File: src/verilog/ahb_pkg.sv
`default_nettype none

package ahb_pkg;

    localparam int ADDR_W     = 32;
    localparam int DATA_W     = 32;
    localparam int STRB_W     = DATA_W / 8;
    localparam int RAM_WORDS  = 256;
    localparam int RAM_IDX_W  = $clog2(RAM_WORDS);
    localparam int RAM_WAIT   = 2;                     // Wait states per access
    localparam int WAIT_CNT_W = (RAM_WAIT > 0) ? $clog2(RAM_WAIT + 1) : 1;

    typedef logic [ADDR_W-1:0]     haddr_t;
    typedef logic [DATA_W-1:0]     hdata_t;
    typedef logic [2:0]            hsize_t;
    typedef logic [STRB_W-1:0]     strb_t;
    typedef logic [RAM_IDX_W-1:0]  ram_idx_t;
    typedef logic [WAIT_CNT_W-1:0] wait_cnt_t;

    localparam logic [1:0] HTRANS_IDLE   = 2'd0;
    localparam logic [1:0] HTRANS_BUSY   = 2'd1;
    localparam logic [1:0] HTRANS_NONSEQ = 2'd2;
    localparam logic [1:0] HTRANS_SEQ    = 2'd3;

    localparam hsize_t HSIZE_BYTE = 3'd0;
    localparam hsize_t HSIZE_HALF = 3'd1;
    localparam hsize_t HSIZE_WORD = 3'd2;              // Largest legal size

    typedef struct packed {
        logic       hsel;
        logic [1:0] htrans;
        logic       hwrite;
        hsize_t     hsize;
        haddr_t     haddr;
    } ahb_req_t;

    typedef struct packed {
        hdata_t hrdata;
        logic   hreadyout;
        logic   hresp;
    } ahb_resp_t;

    typedef struct packed {
        haddr_t paddr;
        hdata_t pwdata;
        strb_t  pstrb;
        logic   pwrite;
        logic   pread;
    } mem_req_t;

    typedef struct packed {
        hdata_t prdata;
        logic   pready;
    } mem_resp_t;

    typedef enum logic [1:0] {
        DP_IDLE = 2'd0,
        DP_XFER = 2'd1,
        DP_ERR1 = 2'd2,
        DP_ERR2 = 2'd3
    } dphase_t;

endpackage

`default_nettype wire
File: src/verilog/ahblite_slave.sv
`default_nettype none

module ahblite_slave (
     input  logic               hclk
    ,input  logic               hresetn
    ,input  ahb_pkg::ahb_req_t  ahb_req
    ,input  ahb_pkg::hdata_t    hwdata
    ,output ahb_pkg::ahb_resp_t ahb_resp
    ,output ahb_pkg::mem_req_t  mem_req
    ,input  ahb_pkg::mem_resp_t mem_resp
);
    import ahb_pkg::*;

    dphase_t state;
    dphase_t state_nxt;
    dphase_t start_state;
    logic    trans_active;
    logic    accept;
    logic    size_ok;
    logic    hreadyout;
    logic    hresp;

    haddr_t  dp_addr;
    hsize_t  dp_size;
    logic    dp_write;
    strb_t   dp_strb;

    // Only NONSEQ and SEQ carry a transfer
    always_comb begin
        case (ahb_req.htrans)
            HTRANS_NONSEQ, HTRANS_SEQ: trans_active = 1'b1;
            HTRANS_IDLE, HTRANS_BUSY:  trans_active = 1'b0;
            default:                   trans_active = 1'b0;
        endcase
    end

    assign accept  = ahb_req.hsel && trans_active && hreadyout;
    assign size_ok = (ahb_req.hsize <= HSIZE_WORD);

    always_comb begin
        if (!accept) begin
            start_state = DP_IDLE;
        end else if (size_ok) begin
            start_state = DP_XFER;
        end else begin
            start_state = DP_ERR1;               // Oversized, RAM never sees it
        end
    end

    always_comb begin
        state_nxt = state;
        case (state)
            DP_IDLE: state_nxt = start_state;
            DP_XFER: begin
                if (mem_resp.pready) begin
                    state_nxt = start_state;     // Next address phase overlaps
                end
            end
            DP_ERR1: state_nxt = DP_ERR2;
            DP_ERR2: state_nxt = start_state;
            default: state_nxt = DP_IDLE;
        endcase
    end

    always_ff @(posedge hclk or negedge hresetn) begin
        if (!hresetn) begin
            state <= DP_IDLE;
        end else begin
            state <= state_nxt;
        end
    end

    // Address phase capture
    always_ff @(posedge hclk) begin
        if (accept) begin
            dp_addr  <= ahb_req.haddr;
            dp_write <= ahb_req.hwrite;
            dp_size  <= ahb_req.hsize;
        end
    end

    always_comb begin
        case (dp_size)
            HSIZE_BYTE: dp_strb = strb_t'(1) << dp_addr[1:0];
            HSIZE_HALF: dp_strb = dp_addr[1] ? 4'b1100 : 4'b0011;
            HSIZE_WORD: dp_strb = '1;
            default:    dp_strb = '0;
        endcase
    end

    always_comb begin
        case (state)
            DP_XFER: hreadyout = mem_resp.pready;
            DP_ERR1: hreadyout = 1'b0;           // First error cycle stalls
            default: hreadyout = 1'b1;
        endcase
    end

    assign hresp = (state == DP_ERR1) || (state == DP_ERR2);

    always_comb begin
        ahb_resp.hrdata    = mem_resp.prdata;
        ahb_resp.hreadyout = hreadyout;
        ahb_resp.hresp     = hresp;
    end

    // Live hwdata is the data-phase write data
    always_comb begin
        mem_req.paddr  = dp_addr;
        mem_req.pwdata = hwdata;
        mem_req.pstrb  = dp_strb;
        mem_req.pwrite = (state == DP_XFER) && dp_write;
        mem_req.pread  = (state == DP_XFER) && !dp_write;
    end

endmodule

`default_nettype wire

File: config.mk
export PLATFORM = sky130hd
export DESIGN_NAME = ahblite_slave
export DESIGN_NICKNAME = d
export VERILOG_FILES = /design/src/verilog/ahb_pkg.sv /design/src/verilog/ahblite_slave.sv
export SDC_FILE = /design/constraint.sdc
export NUM_CORES = 1
export LEC_CHECK = 0
export BUFFER_PORTS_ARGS = -buffer_cell sky130_fd_sc_hd__buf_2
export CELL_PAD_IN_SITES_DETAIL_PLACEMENT = 1
export CELL_PAD_IN_SITES_GLOBAL_PLACEMENT = 1
export CORE_MARGIN = 2
export CORE_UTILIZATION = 24
export DETAILED_ROUTE_END_ITERATION = 6
export GPL_ROUTABILITY_DRIVEN = 1
export HOLD_SLACK_MARGIN = 0.1
export PLACE_DENSITY = 0.91
export SLEW_MARGIN = 20
export SYNTH_ARGS = -nofsm -noshare
export SYNTH_HDL_FRONTEND = slang
export SYNTH_SLANG_ARGS = --single-unit
File: constraint.sdc
create_clock -name hclk -period 4.35 [get_ports hclk]
set_clock_uncertainty 0.1 [all_clocks]
set_input_delay 1.0875 -clock hclk [delete_from_list [all_inputs] [get_ports hclk]]
set_output_delay 1.0875 -clock hclk [all_outputs]
set_load 0.02 [all_outputs]
==> results by group <==
Synthesis
  • Synth Net Count: 235
  • EDFF count, synth: 36
  • Seq/Total Area, Yosys: 63.9%
  • Yosys cell types: 19
  • Count leader, synth: buf_4
  • Post-synth top flop: edfxtp_1
  • Mapped Cells: 129
  • Ys async rst share: 5.26%
  • #FFs+latches synth: 38
  • Biggest area consumer among synthesized cells: edfxtp_1
  • Yosys top cell area share: 61.1%
  • Area of the mapped netlist: about 1800 µm²
  • Ys Warns: 0
  • Ranking of synthesized cells by area: edfxtp_1 (61%), buf_4 (28%), dfrtp_1 (2.8%), a21oi_1 (1.4%), mux2i_2 (0.78%)
  • Mean post-synth cell area: 13.7 µm²
  • Top post-synthesis cells by count: buf_4 (66), edfxtp_1 (36), a21oi_1 (5)

Worst setup path
  • WP buf/inv: 2
  • Crit. End Element: output pin
  • CP cell instances: buf_2 -> nor2_2 -> mux2i_2 -> buf_2
  • Startpoint Class: input port
  • Crit path depth: 4
  • Critical Path Start: mem_resp[0]
  • Largest fanout on the critical path: 3
  • Delay-heaviest family, CP: buffers and inverters
  • Most used cell, CP: buf_2
  • Worst EP required: 3.16 ns
  • Worst Path Arrival: 1.64 ns
  • FF-to-FF path depth: 4
  • Slowest cell on crit path: mux2i_2
  • WS Path Type: in -> out
  • FF-to-FF Start: state[1]
  • Crit-path max cell delay: approximately 0.21 ns

Floorplan
  • Initial core utilization: approximately 25%
  • Die W: 89.9 µm
  • Core Rows: 31
  • Io pins: 210
  • Die ar.: 8070 µm²
  • Core box area: 7210 µm²
  • DIE HEIGHT: 89.9 µm

Placed design
  • Placed insts: 242
  • RD Place Congestion: 0.759
  • Pre-CTS setup slack: 1.54 ns
  • Cell Area, Placed: roughly 1800 µm²
  • Hpwl dp: 3820 µm
  • Port-buffer cells: 80

Drt
  • Routed vias/inst: 3.88
  • DRT iter0 DRCs: 32
  • Router iterations before antenna repair: 2
  • # DRC: 0
  • Remaining antenna violation count: 0
  • Drt wl/cell: about 18 µm
  • Detailed-route via count: 966
  • Drt total wl: 4430 µm

CTS
  • Worst-path clk slew: 0.07 ns
  • CTS tree: yes
  • CTS Buf Count: 5
  • Hold buffer count at CTS: 0
  • Worst skew pair latency: roughly 0.28 ns
  • Post-CTS Setup Bufs: 0
  • CTS H-tree lvls: 2
  • Resized cells post-CTS: 0
  • CTS root buffer: clkbuf_8
  • Sink Count: 38
  • Longest Clk Path Bufs: 2

Power and ir drop
  • Peak VDD IR: 0.000264 V
  • Net Sw Frac: 27.7%
  • Clock share of power: 28.9%
  • Leakage: 0.000802 µW
  • Power density cells: 503 nW/µm²
  • Sequential share of power: 50.4%
  • Sw Pwr: 265 µW
  • Internal: 692 µW
  • Comb pwr share: 20.7%

Timing
  • Worst setup margin: 1.52 ns
  • Final TNS setup: 0 ns
  • Minimum clock period: around 2.8 ns
  • Fin crit share: 65.0%
  • Slew HR: 74.5%
  • Setup violations, final: 0
  • Fmax: roughly 0.35 GHz
  • RSZ-0062 raised after global routing: false
  • Max Slew Vio Count: 0
  • Slew at the pin closest to its max-slew limit: 0.382 ns
  • Hold Violations, Final: 0

Cells and area
  • Layout area overhead: 7.64%
  • Layout cells sized above 1: 60.0%
  • Number of nets in the layout: 256
  • FILL cells: 842
  • Post-Layout Cell Count: 249
  • Design area: 1900 µm²
  • Antenna cells: 0

Global route
  • Largest net degree at the start of global routing: 32
  • Initial antenna violation count: 0
  • Vias in the first global route: 1168
  • Total track usage: 10.8%
  • Global-route wire length before repair: 6440 µm
  • Grt ovf: 0

Min path
  • Worst min path class: in -> async

Flow run
  • Max-cap violations: 0

Run status
  • Outcome: finished, final reports clean
## metrics by stage
step	hold WS, ns	utilization [%]	total power [µW]
global route	0.462	26.4	994
detailed placement	0.514	25.0	691
floorplan	0.441	-	706
global placement	0.483	25.0	681
CTS	0.467	26.4	968
finish	0.471	26.4	957
## kinds of logic (layout without fill, tap and decap cells)
logic type | Yosys count | in the layout | share of synthesized area (%)
AO/OA/AOI/OAI | 10 | 10 | 3.25
buffers and inverters | 69 | 90 | 28.6
flip-flops | 38 | 38 | 63.9
multiplexers | 1 | 1 | 0.778
AND/OR/NAND/NOR | 11 | 11 | 3.40
## placed cells by master, fill, tap and decap left out, drive strengths merged
cell,instances
clkinv,1
a21o,1
bufinv,1
dfrtp,2
and3,1
and3b,1
buf,81
a21oi,5
nand3,1
o21ai,2
edfxtp,36
o21a,1
nor3b,1
o31ai,1
clkbuf,5
mux2i,1
nand2b,1
nand2,2
inv,2
nor2,4
## layout make-up
| type | count | area (µm²) | share of cell area [%] |
|---|---|---|---|
| sequential | 38 | 1130 | 59.4 |
| inverter | 2 | 7.51 | 0.394 |
| clock buffer | 5 | 68.8 | 3.61 |
| timing repair buffer | 81 | 408 | 21.4 |
| tap | 99 | 124 | 6.50 |
| clock inverter | 2 | 33.8 | 1.77 |
| multi-input combinational | 22 | 131 | 6.90 |
## power by group through the flow
stage          logic, µW  registers [µW]  clock network (µW)
5_1_grt              212             490                 292
6_report             198             483                 276
3_3_place_gp         193             488                   0
4_1_cts              200             483                 284
2_1_floorplan        177             528                   0
3_5_place_dp         200             491                   0
## state kept, by name, summed over array words and instances, names as in the netlist
register / flops
dp_addr: 32
dp_size: 3
state: 2
dp_write: 1
## worst paths after layout
check | to | slack, ns
min in group hclk | state[1] | 0.54
max | ahb_resp[1] | 1.52
min | state[1] | 0.47
max reg2reg | dp_addr[2] | 2.40
max in group asynchronous | state[0] | 3.59
min reg2reg | state[1] | 0.54
## layer usage
layer  up-vias  part of all wire (%)  track usage, %
li1        411                     -               -
met1       414                    25            6.84
met2       119                    50            19.6
met3        22                    20            8.55
met4         0                   5.2            7.82
met5         -                     0               0
(Power assumes the default switching activity.)
